**config.mk**
```make
export PLATFORM = sky130hd
export DESIGN_NAME = id_stage
export DESIGN_NICKNAME = d
export VERILOG_FILES = /design/src/logic/rv_isa_pkg.sv /design/src/logic/id_types_pkg.sv /design/src/logic/id_stage.sv /design/src/logic/id_branch_unit.sv /design/src/logic/id_operand_bypass.sv /design/src/logic/id_gpr_file.sv /design/src/logic/id_decoder.sv /design/src/logic/id_pipe_latch.sv
export VERILOG_INCLUDE_DIRS = /design/src /design/src/logic
export SDC_FILE = /design/constraint.sdc
export NUM_CORES = 2
export LEC_CHECK = 0
export BUFFER_PORTS_ARGS = -buffer_cell sky130_fd_sc_hd__buf_4
export CORE_MARGIN = 10
export CORE_UTILIZATION = 30
export DETAILED_ROUTE_END_ITERATION = 16
export GPL_TIMING_DRIVEN = 1
export SLEW_MARGIN = 20
export SYNTH_ARGS = -nofsm -noshare
export SYNTH_HDL_FRONTEND = slang
export SYNTH_SLANG_ARGS = --single-unit
```
**constraint.sdc**
```tcl
create_clock -name i_clk -period 5.63 [get_ports i_clk]
set_clock_uncertainty 0.1 [all_clocks]
set_input_delay 0.2815 -clock i_clk [delete_from_list [all_inputs] [get_ports i_clk]]
set_output_delay 0.2815 -clock i_clk [all_outputs]
set_load 0.03 [all_outputs]
```
**src/logic/id_settings.svh**
```systemverilog
// data width, instruction width, register count, register address width, reset pc
`ifndef ID_SETTINGS_SVH
`define ID_SETTINGS_SVH

// rv32i word and instruction
`define XLEN        32
`define INST_WD     32

// general purpose registers
`define GPR_NUM     32
`define GPR_ADDR_WD 5

// pc held by the decode latch out of reset
`define RESET_PC    32'h8000_0000

`endif
```
**src/logic/rv_isa_pkg.sv**
```systemverilog
// rv32i major opcode, branch function and alu operation enums
package rv_isa_pkg;

  // major opcodes of the supported subset
  typedef enum logic [6:0] {
    OPC_LUI    = 7'b0110111,
    OPC_JAL    = 7'b1101111,
    OPC_JALR   = 7'b1100111,
    OPC_BRANCH = 7'b1100011,
    OPC_LOAD   = 7'b0000011,
    OPC_STORE  = 7'b0100011,
    OPC_OP_IMM = 7'b0010011,
    OPC_OP     = 7'b0110011
  } opcode_e;

  // funct3 of branch instructions
  typedef enum logic [2:0] {
    BR_BEQ  = 3'b000,
    BR_BNE  = 3'b001,
    BR_BLT  = 3'b100,
    BR_BGE  = 3'b101,
    BR_BLTU = 3'b110,
    BR_BGEU = 3'b111
  } br_func_e;

  typedef enum logic [3:0] {
    ALU_ADD    = 4'd0,
    ALU_SUB    = 4'd1,
    ALU_AND    = 4'd2,
    ALU_OR     = 4'd3,
    ALU_XOR    = 4'd4,
    ALU_SLT    = 4'd5,
    ALU_SLTU   = 4'd6,
    ALU_SLL    = 4'd7,
    ALU_SRL    = 4'd8,
    ALU_SRA    = 4'd9,
    ALU_PASS_B = 4'd10  // lui
  } alu_op_e;

endpackage

```
**src/logic/id_types_pkg.sv**
```systemverilog
// data word, register address, pc and instruction typedefs
`include "id_settings.svh"

package id_types_pkg;

  // one register or alu word
  typedef logic [`XLEN-1:0] xlen_t;

  // index into the gpr file
  typedef logic [`GPR_ADDR_WD-1:0] gpr_addr_t;

  // instruction address
  typedef logic [`XLEN-1:0] pc_t;

  // raw instruction as fetched
  typedef logic [`INST_WD-1:0] inst_t;

endpackage

```
**src/logic/id_stage.sv**
```systemverilog
// decode stage top with latch, decoder, register file, bypass and branch unit
`timescale 1ns/1ps

module id_stage import id_types_pkg::*, rv_isa_pkg::*; (
  input  logic      i_clk,
  input  logic      i_rst_n,
  input  logic      i_fs_valid,
  input  inst_t     i_fs_inst,
  input  pc_t       i_fs_pc,
  input  logic      i_es_allowin,
  input  logic      i_wb_wen,
  input  gpr_addr_t i_wb_waddr,
  input  xlen_t     i_wb_wdata,
  input  gpr_addr_t i_es_rd,
  input  xlen_t     i_es_result,
  input  logic      i_es_is_load,
  input  gpr_addr_t i_ms_rd,
  input  xlen_t     i_ms_result,
  input  gpr_addr_t i_ws_rd,
  input  xlen_t     i_ws_result,
  output logic      o_ds_allowin,
  output logic      o_es_valid,
  output pc_t       o_es_pc,
  output xlen_t     o_es_rs1_data,
  output xlen_t     o_es_rs2_data,
  output xlen_t     o_es_imm,
  output alu_op_e   o_es_alu_op,
  output logic      o_es_src1_pc,
  output logic      o_es_src2_imm,
  output gpr_addr_t o_es_rd,
  output logic      o_es_gpr_wen,
  output logic      o_es_mem_ren,
  output logic      o_es_mem_wen,
  output logic      o_es_invalid,
  output logic      o_br_taken,
  output pc_t       o_br_target
);

  inst_t     ds_inst;
  logic      ds_fire;
  logic      load_stall;
  gpr_addr_t rs1, rs2;
  xlen_t     rf_rdata1, rf_rdata2;
  logic      is_branch, is_jal, is_jalr;
  br_func_e  br_func;

  id_pipe_latch u_latch (
    .i_clk        (i_clk),
    .i_rst_n      (i_rst_n),
    .i_fs_valid   (i_fs_valid),
    .i_fs_inst    (i_fs_inst),
    .i_fs_pc      (i_fs_pc),
    .i_es_allowin (i_es_allowin),
    .i_load_stall (load_stall),
    .o_ds_allowin (o_ds_allowin),
    .o_es_valid   (o_es_valid),
    .o_fire       (ds_fire),
    .o_inst       (ds_inst),
    .o_pc         (o_es_pc)
  );

  id_decoder u_decoder (
    .i_inst      (ds_inst),
    .o_rs1       (rs1),
    .o_rs2       (rs2),
    .o_rd        (o_es_rd),
    .o_imm       (o_es_imm),
    .o_alu_op    (o_es_alu_op),
    .o_src1_pc   (o_es_src1_pc),
    .o_src2_imm  (o_es_src2_imm),
    .o_gpr_wen   (o_es_gpr_wen),
    .o_mem_ren   (o_es_mem_ren),
    .o_mem_wen   (o_es_mem_wen),
    .o_is_branch (is_branch),
    .o_is_jal    (is_jal),
    .o_is_jalr   (is_jalr),
    .o_br_func   (br_func),
    .o_invalid   (o_es_invalid)
  );

  id_gpr_file u_gprs (
    .i_clk    (i_clk),
    .i_raddr1 (rs1),
    .i_raddr2 (rs2),
    .i_waddr  (i_wb_waddr),
    .i_wen    (i_wb_wen),
    .i_wdata  (i_wb_wdata),
    .o_rdata1 (rf_rdata1),
    .o_rdata2 (rf_rdata2)
  );

  id_operand_bypass u_bypass (
    .i_rs1        (rs1),
    .i_rs2        (rs2),
    .i_es_rd      (i_es_rd),
    .i_ms_rd      (i_ms_rd),
    .i_ws_rd      (i_ws_rd),
    .i_rf_rdata1  (rf_rdata1),
    .i_rf_rdata2  (rf_rdata2),
    .i_es_result  (i_es_result),
    .i_ms_result  (i_ms_result),
    .i_ws_result  (i_ws_result),
    .i_es_is_load (i_es_is_load),
    .o_rs1_data   (o_es_rs1_data),
    .o_rs2_data   (o_es_rs2_data),
    .o_load_stall (load_stall)
  );

  id_branch_unit u_bru (
    .i_fire      (ds_fire),
    .i_is_branch (is_branch),
    .i_is_jal    (is_jal),
    .i_is_jalr   (is_jalr),
    .i_br_func   (br_func),
    .i_rs1_data  (o_es_rs1_data),  // forwarded operands
    .i_rs2_data  (o_es_rs2_data),
    .i_imm       (o_es_imm),
    .i_pc        (o_es_pc),
    .o_br_taken  (o_br_taken),
    .o_br_target (o_br_target)
  );

endmodule

```
**src/logic/id_branch_unit.sv**
```systemverilog
// branch compare, jump target and redirect to fetch
`timescale 1ns/1ps

module id_branch_unit import id_types_pkg::*, rv_isa_pkg::*; (
  input  logic     i_fire,
  input  logic     i_is_branch,
  input  logic     i_is_jal,
  input  logic     i_is_jalr,
  input  br_func_e i_br_func,
  input  xlen_t    i_rs1_data,
  input  xlen_t    i_rs2_data,
  input  xlen_t    i_imm,
  input  pc_t      i_pc,
  output logic     o_br_taken,
  output pc_t      o_br_target
);

  logic cond;
  pc_t  pc_rel_target;
  pc_t  jalr_target;

  always_comb begin
    case (i_br_func)
      BR_BEQ:  cond = (i_rs1_data == i_rs2_data);
      BR_BNE:  cond = (i_rs1_data != i_rs2_data);
      BR_BLT:  cond = ($signed(i_rs1_data) < $signed(i_rs2_data));
      BR_BGE:  cond = ($signed(i_rs1_data) >= $signed(i_rs2_data));
      BR_BLTU: cond = (i_rs1_data < i_rs2_data);
      BR_BGEU: cond = (i_rs1_data >= i_rs2_data);
      default: cond = 1'b0;
    endcase
  end

  assign pc_rel_target = i_pc + i_imm;
  assign jalr_target   = (i_rs1_data + i_imm) & ~32'h1;  // lsb cleared per spec

  // redirect only once the instruction leaves decode
  assign o_br_taken  = i_fire & ((i_is_branch & cond) | i_is_jal | i_is_jalr);
  assign o_br_target = i_is_jalr ? jalr_target : pc_rel_target;

endmodule

```
**src/logic/id_operand_bypass.sv**
```systemverilog
// rs1/rs2 forwarding from execute, memory and write-back, load-use stall
`timescale 1ns/1ps

module id_operand_bypass import id_types_pkg::*; (
  input  gpr_addr_t i_rs1,
  input  gpr_addr_t i_rs2,
  input  gpr_addr_t i_es_rd,
  input  gpr_addr_t i_ms_rd,
  input  gpr_addr_t i_ws_rd,
  input  xlen_t     i_rf_rdata1,
  input  xlen_t     i_rf_rdata2,
  input  xlen_t     i_es_result,
  input  xlen_t     i_ms_result,
  input  xlen_t     i_ws_result,
  input  logic      i_es_is_load,
  output xlen_t     o_rs1_data,
  output xlen_t     o_rs2_data,
  output logic      o_load_stall
);

  // youngest producer wins, rd of 0 carries nothing
  function automatic xlen_t pick(input gpr_addr_t rs, input xlen_t rf_data);
    xlen_t data;
    if (i_es_rd != '0 && rs == i_es_rd) begin
      data = i_es_result;
    end else if (i_ms_rd != '0 && rs == i_ms_rd) begin
      data = i_ms_result;
    end else if (i_ws_rd != '0 && rs == i_ws_rd) begin
      data = i_ws_result;
    end else begin
      data = rf_data;
    end
    return data;
  endfunction

  assign o_rs1_data = pick(i_rs1, i_rf_rdata1);
  assign o_rs2_data = pick(i_rs2, i_rf_rdata2);

  // load data only exists once it reaches mem stage
  assign o_load_stall = i_es_is_load && (i_es_rd != '0) &&
                        ((i_es_rd == i_rs1) || (i_es_rd == i_rs2));

endmodule

```
**src/logic/id_gpr_file.sv**
```systemverilog
// 32x32 general purpose register file, two read ports, one write port
`timescale 1ns/1ps
`include "id_settings.svh"

module id_gpr_file import id_types_pkg::*; (
  input  logic      i_clk,
  input  gpr_addr_t i_raddr1,
  input  gpr_addr_t i_raddr2,
  input  gpr_addr_t i_waddr,
  input  logic      i_wen,
  input  xlen_t     i_wdata,
  output xlen_t     o_rdata1,
  output xlen_t     o_rdata2
);

  // x0 has no storage
  xlen_t regs [1:`GPR_NUM-1];

  always_ff @(posedge i_clk) begin
    if (i_wen && (i_waddr != '0)) begin
      regs[i_waddr] <= i_wdata;
    end
  end

  // same-cycle write is covered by the wb bypass
  assign o_rdata1 = (i_raddr1 == '0) ? '0 : regs[i_raddr1];
  assign o_rdata2 = (i_raddr2 == '0) ? '0 : regs[i_raddr2];

endmodule

```
**src/logic/id_decoder.sv**
```systemverilog
// instruction field extraction, immediate generation and control decode
`timescale 1ns/1ps

module id_decoder import id_types_pkg::*, rv_isa_pkg::*; (
  input  inst_t     i_inst,
  output gpr_addr_t o_rs1,
  output gpr_addr_t o_rs2,
  output gpr_addr_t o_rd,
  output xlen_t     o_imm,
  output alu_op_e   o_alu_op,
  output logic      o_src1_pc,
  output logic      o_src2_imm,
  output logic      o_gpr_wen,
  output logic      o_mem_ren,
  output logic      o_mem_wen,
  output logic      o_is_branch,
  output logic      o_is_jal,
  output logic      o_is_jalr,
  output br_func_e  o_br_func,
  output logic      o_invalid
);

  opcode_e    opcode;
  logic [2:0] funct3;
  logic [6:0] funct7;
  xlen_t      imm_i, imm_s, imm_b, imm_u, imm_j;

  // funct3 to alu op, alt selects sub/sra
  function automatic alu_op_e alu_sel(input logic [2:0] f3, input logic alt);
    alu_op_e op;
    case (f3)
      3'b000:  op = alt ? ALU_SUB : ALU_ADD;
      3'b001:  op = ALU_SLL;
      3'b010:  op = ALU_SLT;
      3'b011:  op = ALU_SLTU;
      3'b100:  op = ALU_XOR;
      3'b101:  op = alt ? ALU_SRA : ALU_SRL;
      3'b110:  op = ALU_OR;
      default: op = ALU_AND;
    endcase
    return op;
  endfunction

  assign opcode = opcode_e'(i_inst[6:0]);
  assign funct3 = i_inst[14:12];
  assign funct7 = i_inst[31:25];

  assign o_rs1     = i_inst[19:15];
  assign o_rs2     = i_inst[24:20];
  assign o_rd      = o_gpr_wen ? i_inst[11:7] : '0;  // no result without write
  assign o_br_func = br_func_e'(funct3);

  assign imm_i = {{20{i_inst[31]}}, i_inst[31:20]};
  assign imm_s = {{20{i_inst[31]}}, i_inst[31:25], i_inst[11:7]};
  assign imm_b = {{19{i_inst[31]}}, i_inst[31], i_inst[7], i_inst[30:25], i_inst[11:8], 1'b0};
  assign imm_u = {i_inst[31:12], 12'b0};
  assign imm_j = {{11{i_inst[31]}}, i_inst[31], i_inst[19:12], i_inst[20], i_inst[30:21], 1'b0};

  always_comb begin
    o_imm       = '0;
    o_alu_op    = ALU_ADD;
    o_src1_pc   = 1'b0;
    o_src2_imm  = 1'b0;
    o_gpr_wen   = 1'b0;
    o_mem_ren   = 1'b0;
    o_mem_wen   = 1'b0;
    o_is_branch = 1'b0;
    o_is_jal    = 1'b0;
    o_is_jalr   = 1'b0;
    o_invalid   = 1'b0;
    case (opcode)
      OPC_LUI: begin
        o_imm      = imm_u;
        o_alu_op   = ALU_PASS_B;
        o_src2_imm = 1'b1;
        o_gpr_wen  = 1'b1;
      end
      OPC_JAL: begin
        o_imm     = imm_j;
        o_src1_pc = 1'b1;  // link value pc+4 built in execute
        o_gpr_wen = 1'b1;
        o_is_jal  = 1'b1;
      end
      OPC_JALR: begin
        o_imm     = imm_i;
        o_src1_pc = 1'b1;
        o_gpr_wen = 1'b1;
        o_is_jalr = 1'b1;
        o_invalid = (funct3 != 3'b000);
      end
      OPC_BRANCH: begin
        o_imm       = imm_b;
        o_is_branch = 1'b1;
        o_invalid   = (funct3 == 3'b010) || (funct3 == 3'b011);
      end
      OPC_LOAD: begin
        o_imm      = imm_i;
        o_src2_imm = 1'b1;
        o_gpr_wen  = 1'b1;
        o_mem_ren  = 1'b1;
        o_invalid  = (funct3 != 3'b010);  // lw only
      end
      OPC_STORE: begin
        o_imm      = imm_s;
        o_src2_imm = 1'b1;
        o_mem_wen  = 1'b1;
        o_invalid  = (funct3 != 3'b010);
      end
      OPC_OP_IMM: begin
        o_imm      = imm_i;
        o_src2_imm = 1'b1;
        o_gpr_wen  = 1'b1;
        o_alu_op   = alu_sel(funct3, (funct3 == 3'b101) && funct7[5]);
        if (funct3 == 3'b001) begin
          o_invalid = (funct7 != 7'b0000000);
        end else if (funct3 == 3'b101) begin
          o_invalid = (funct7 != 7'b0000000) && (funct7 != 7'b0100000);
        end
      end
      OPC_OP: begin
        o_gpr_wen = 1'b1;
        o_alu_op  = alu_sel(funct3, funct7[5]);
        if (funct7 == 7'b0100000) begin
          o_invalid = (funct3 != 3'b000) && (funct3 != 3'b101);
        end else begin
          o_invalid = (funct7 != 7'b0000000);
        end
      end
      default: o_invalid = 1'b1;
    endcase
    // an illegal instruction must not touch state or redirect
    if (o_invalid) begin
      o_gpr_wen   = 1'b0;
      o_mem_ren   = 1'b0;
      o_mem_wen   = 1'b0;
      o_is_branch = 1'b0;
      o_is_jal    = 1'b0;
      o_is_jalr   = 1'b0;
    end
  end

endmodule

```
**src/logic/id_pipe_latch.sv**
```systemverilog
// decode stage latch with valid flag, allowin and out-valid logic
`timescale 1ns/1ps
`include "id_settings.svh"

module id_pipe_latch import id_types_pkg::*; (
  input  logic  i_clk,
  input  logic  i_rst_n,
  input  logic  i_fs_valid,
  input  inst_t i_fs_inst,
  input  pc_t   i_fs_pc,
  input  logic  i_es_allowin,
  input  logic  i_load_stall,
  output logic  o_ds_allowin,
  output logic  o_es_valid,
  output logic  o_fire,
  output inst_t o_inst,
  output pc_t   o_pc
);

  logic ds_valid;
  logic ready_go;

  assign ready_go     = ~i_load_stall;
  assign o_ds_allowin = ~ds_valid | (ready_go & i_es_allowin);
  assign o_es_valid   = ds_valid & ready_go;
  assign o_fire       = o_es_valid & i_es_allowin;

  always_ff @(posedge i_clk) begin
    if (!i_rst_n) begin
      ds_valid <= 1'b0;
    end else if (o_ds_allowin) begin
      ds_valid <= i_fs_valid;  // empties when fetch has nothing
    end
  end

  always_ff @(posedge i_clk) begin
    if (!i_rst_n) begin
      o_inst <= '0;
      o_pc   <= `RESET_PC;
    end else if (i_fs_valid && o_ds_allowin) begin
      o_inst <= i_fs_inst;
      o_pc   <= i_fs_pc;
    end
  end

endmodule

```
==> out/metrics.cfg <==
[global_route]
grt_pass1_wl_um = 307000
grt_remaining_overflow = 0
antenna_found_initial = 35
grt_usage_pct = 21.1
grt_pass1_vias = 39800
grt_max_degree = 66

[detailed_routing]
routed_wl_um = 221000
wl_met3_um = 19500
ant_nets = 0
via_per_inst = 5.63
wire_per_inst_um = 31.4
wl_met2_um = 105000
wl_met1_um = 81300
vias = 39700
drt_pass1_iterations = 5
highest_layer = met5
drc = 0
initialDrtViolationCount = 4563

[placement]
dp_hpwl_um = 153000
gp_congestion = 0.966
portBuffers = 395
pre_cts_slack_ps = -952

[floorplan]
start_util_pct = 30.1
fp.dieW_um = 449
die_area_um2 = 202000
pin_count = 396
die_h_um = 449
row_count = 157
core_um2 = 183000

[worst_setup_path]
crit_path_end = o_br_taken
critical_path_class = register to output pin
cp_top_family = multiplexers
r2r_slack_ps = 1480
rr_worst_depth = 14
regToRegEndpoint = u_latch.o_inst[28]
cp-end-kind = output pin
crit_buf_inv = 6
critical_path_depth = 21
crit_arrival_ps = 6260
start_kind = register
cp_max_fo = 10
worst_path_max_delay_cell = mux4_2
critical-path-max-stage-delay_ps = 500
rr_startpoint = u_latch.o_inst[24]
path_cells = buf_8, buf_12, buf_16, buf_6, mux4_2, mux4_2, mux2_4, a221o_1, o21ai_2, o21ai_2, ha_1, nand4_1, nor4_2, buf_4, nand2_4, or3_4, nor2b_1, a2111oi_4, nor3_2, a311oi_4, buf_6
required_ps = 5250

[sta]
rsz0062_at_grt = yes
slew_viol_final = 0
relSlewSlack_pct = 26.1
fin_crit_sh_pct = 118
setup_viol = 25
tightestPinTransition_ps = 1110
max_freq_mhz = 151
timing.final.hold_violations = 0
fin_setup_tns_ps = -14990
holdWs_ps = 43.8
min_period_ps = 6640
fin_ws_ps = -1010

[yosys]
syn_nets = 3797
synth-seq-cells = 1067
synthXorXnorAreaFrac_pct = 1.41
synth.avg_cell_area_um2 = 15.8
syn_area_um2 = 55200
post_synth_num_cell_types = 68
ys.flop_type = edfxtp_1
synth_compound_area_share_pct = 8.03
synth_top_area_share_pct = 54.0
ys_seq_area_share_pct = 56.7
synth.area.top_cells = edfxtp_1 (54%), mux4_2 (22%), dfxtp_1 (2.7%)
synth_edf_count = 992
ys_async_sr_fraction_pct = 0
syn_inst = 3484
yosysTopAreaCell = edfxtp_1
synth-adder-area-share_pct = 2.18
synthSimpleGateAreaFrac_pct = 4.65
synth_top_family_by_area = multiplexers
synth.mux.area_fraction_pct = 24.8
yosysWarnings = 0

[cts]
clock_latency_ps = 750
cts_max_path_buffers = 3
clk_pin_slew_ps = 60
cts_root_buf = clkbuf_16
numCtsBuffers = 111
cts_sinks = 1067
h-tree-depth = 3
tritoncts = done

[finish]
layout.nets = 4797
syn2layout_area_growth_pct = 30.8
multi_input_area_um2 = 23700
drive_above_1_share_pct = 42.8
seqCellArea_um2 = 31300
nFillCells = 16700

[pwr]
power_density_nw_per_um2 = 283
power_leakage_uw = 0.0251
ir_drop_v = 0.000283

[job]
max_cap_viol_count = 0

[status]
violations = negative setup slack
status = complete, but fails checks

[worst_hold_path]
hold_class = input pin to register

layer usage:
layer,global-route usage [%],vias to the layer above
met4,12.0,32
met5,0,-
met1,25.5,20500
met2,34.9,2245
li1,-,16400
met3,4.24,524
cell usage in the layout (no fill, tap or decap), drive strengths merged, types with 9 or more instances in the layout:
cell and count:
dlygate4sd3 109, clkbuf 131, mux4 545, edfxtp 992, diode 9, o21bai 11
nand2b 11, nand3 36, a21o 96, nand4 15, a21oi 130, and2 17
o21ai 120, mux2i 102, dfxtp 75, bufinv 10, nor2 176, a221o 33
mux2 35, buf 1038, ha 93, a211oi 96, a21boi 66, nor3 47
a221oi 33, xnor2 58, o21a 12, nor4 13, nand2 229, nor2b 12
inv 60, clkinv 52, xor2 31
worst register-to-register path, cell delays in order, from the launching register on:
cell	delay, ps
dfxtp_1	340
buf_4	230
xnor2_1	140
nand3_1	120
nor4_2	290
buf_12	230
buf_4	280
o21ai_0	190
nand2_1	130
nand2_1	110
nand2_2	490
buf_4	560
nand2_1	120
a21boi_0	190
dlygate4sd3_1	580
layout make-up:
| type | count | share of cell area [%] |
|---|---|---|
| Sequential cell | 1067 | 43.4 |
| Tap cell | 2464 | 4.27 |
| Timing Repair Buffer | 1150 | 14.2 |
| Inverter | 56 | 0.291 |
| Multi-Input combinational cell | 2098 | 32.8 |
| Antenna cell | 9 | 0.0312 |
| Clock inverter | 74 | 0.969 |
| Clock buffer | 130 | 4.01 |
worst min-delay path by stage:
stage                      from                  to  cells past startpoint
5_1_grt                 i_rst_n  u_latch.o_inst[25]                      2
4_1_cts                 i_rst_n     u_latch.o_pc[8]                      2
6_report                i_rst_n    u_latch.o_pc[11]                      2
3_3_place_gp   u_latch.o_pc[13]    u_latch.o_pc[13]                      2
2_1_floorplan     i_wb_wdata[0]  u_gprs.regs[10][0]                      0
3_5_place_dp   u_latch.o_pc[22]    u_latch.o_pc[22]                      2
timing repair:
action | in CTS | in global routing
hold endpoints to repair | 1066 | 0
hold buffers | 109 | 0
gates cloned | 6 | 1
setup buffers | 132 | 47
setup endpoints to repair | 26 | 28
pin swaps | 58 | 37
resized for setup | 183 | 64
synthesized netlist by cell type (11+ instances only):
cell	n
xor2_1	31
mux2i_1	102
a211oi_1	95
dfxtp_1	75
a221o_1	33
nand2_1	229
ha_1	93
nor2_1	176
buf_1	52
a21boi_0	66
xnor2_1	58
nand3_1	36
nor2b_1	12
inv_1	56
nor4_1	13
edfxtp_1	992
clkbuf_1	183
and2_1	17
buf_2	27
a21o_1	96
o21ai_0	119
nand2b_1	11
o21a_1	12
a221oi_1	32
nand4_1	15
a21oi_1	130
mux2_2	35
nor3_1	47
o21bai_1	11
mux4_2	545
through the flow:
| step | std cells | total power (µW) | instance area [µm²] | util, % |
|---|---|---|---|---|
| 2_1_floorplan | 3484 | 10900 | 55500 | - |
| 3_3_place_gp | 6558 | 12700 | 64900 | 35.4 |
| 3_5_place_dp | 6561 | 12700 | 64900 | 35.5 |
| 4_1_cts | 7003 | 20400 | 71600 | 39.1 |
| 5_1_grt | 7041 | 21000 | 72200 | 39.4 |
| 6_report | 7048 | 20400 | 72200 | 39.4 |
registers in the layout, indices dropped and copies added (netlist names), named ones only:
signal,flops
u_latch.o_pc,32
u_latch.o_inst,32
u_gprs.regs,992
u_latch.ds_valid,1
report_power, final:
group          internal [µW]  switching [µW]  total [µW]
registers               8780            92.8        8870
clock network           4130            3240        7370
logic                   1940            2220        4160
cells by family (layout without fill, tap and decap cells):
family / count (synthesis) / after routing
muxes: 682 / 682
buffers and inverters: 319 / 1410
other: 0 / 9
adders and majority gates: 95 / 95
AOI/OAI and AO/OA: 647 / 647
xor gates and xnor gates: 89 / 89
DFF: 1067 / 1067
and+or+nand+nor: 585 / 585
(Power assumes the default switching activity.)
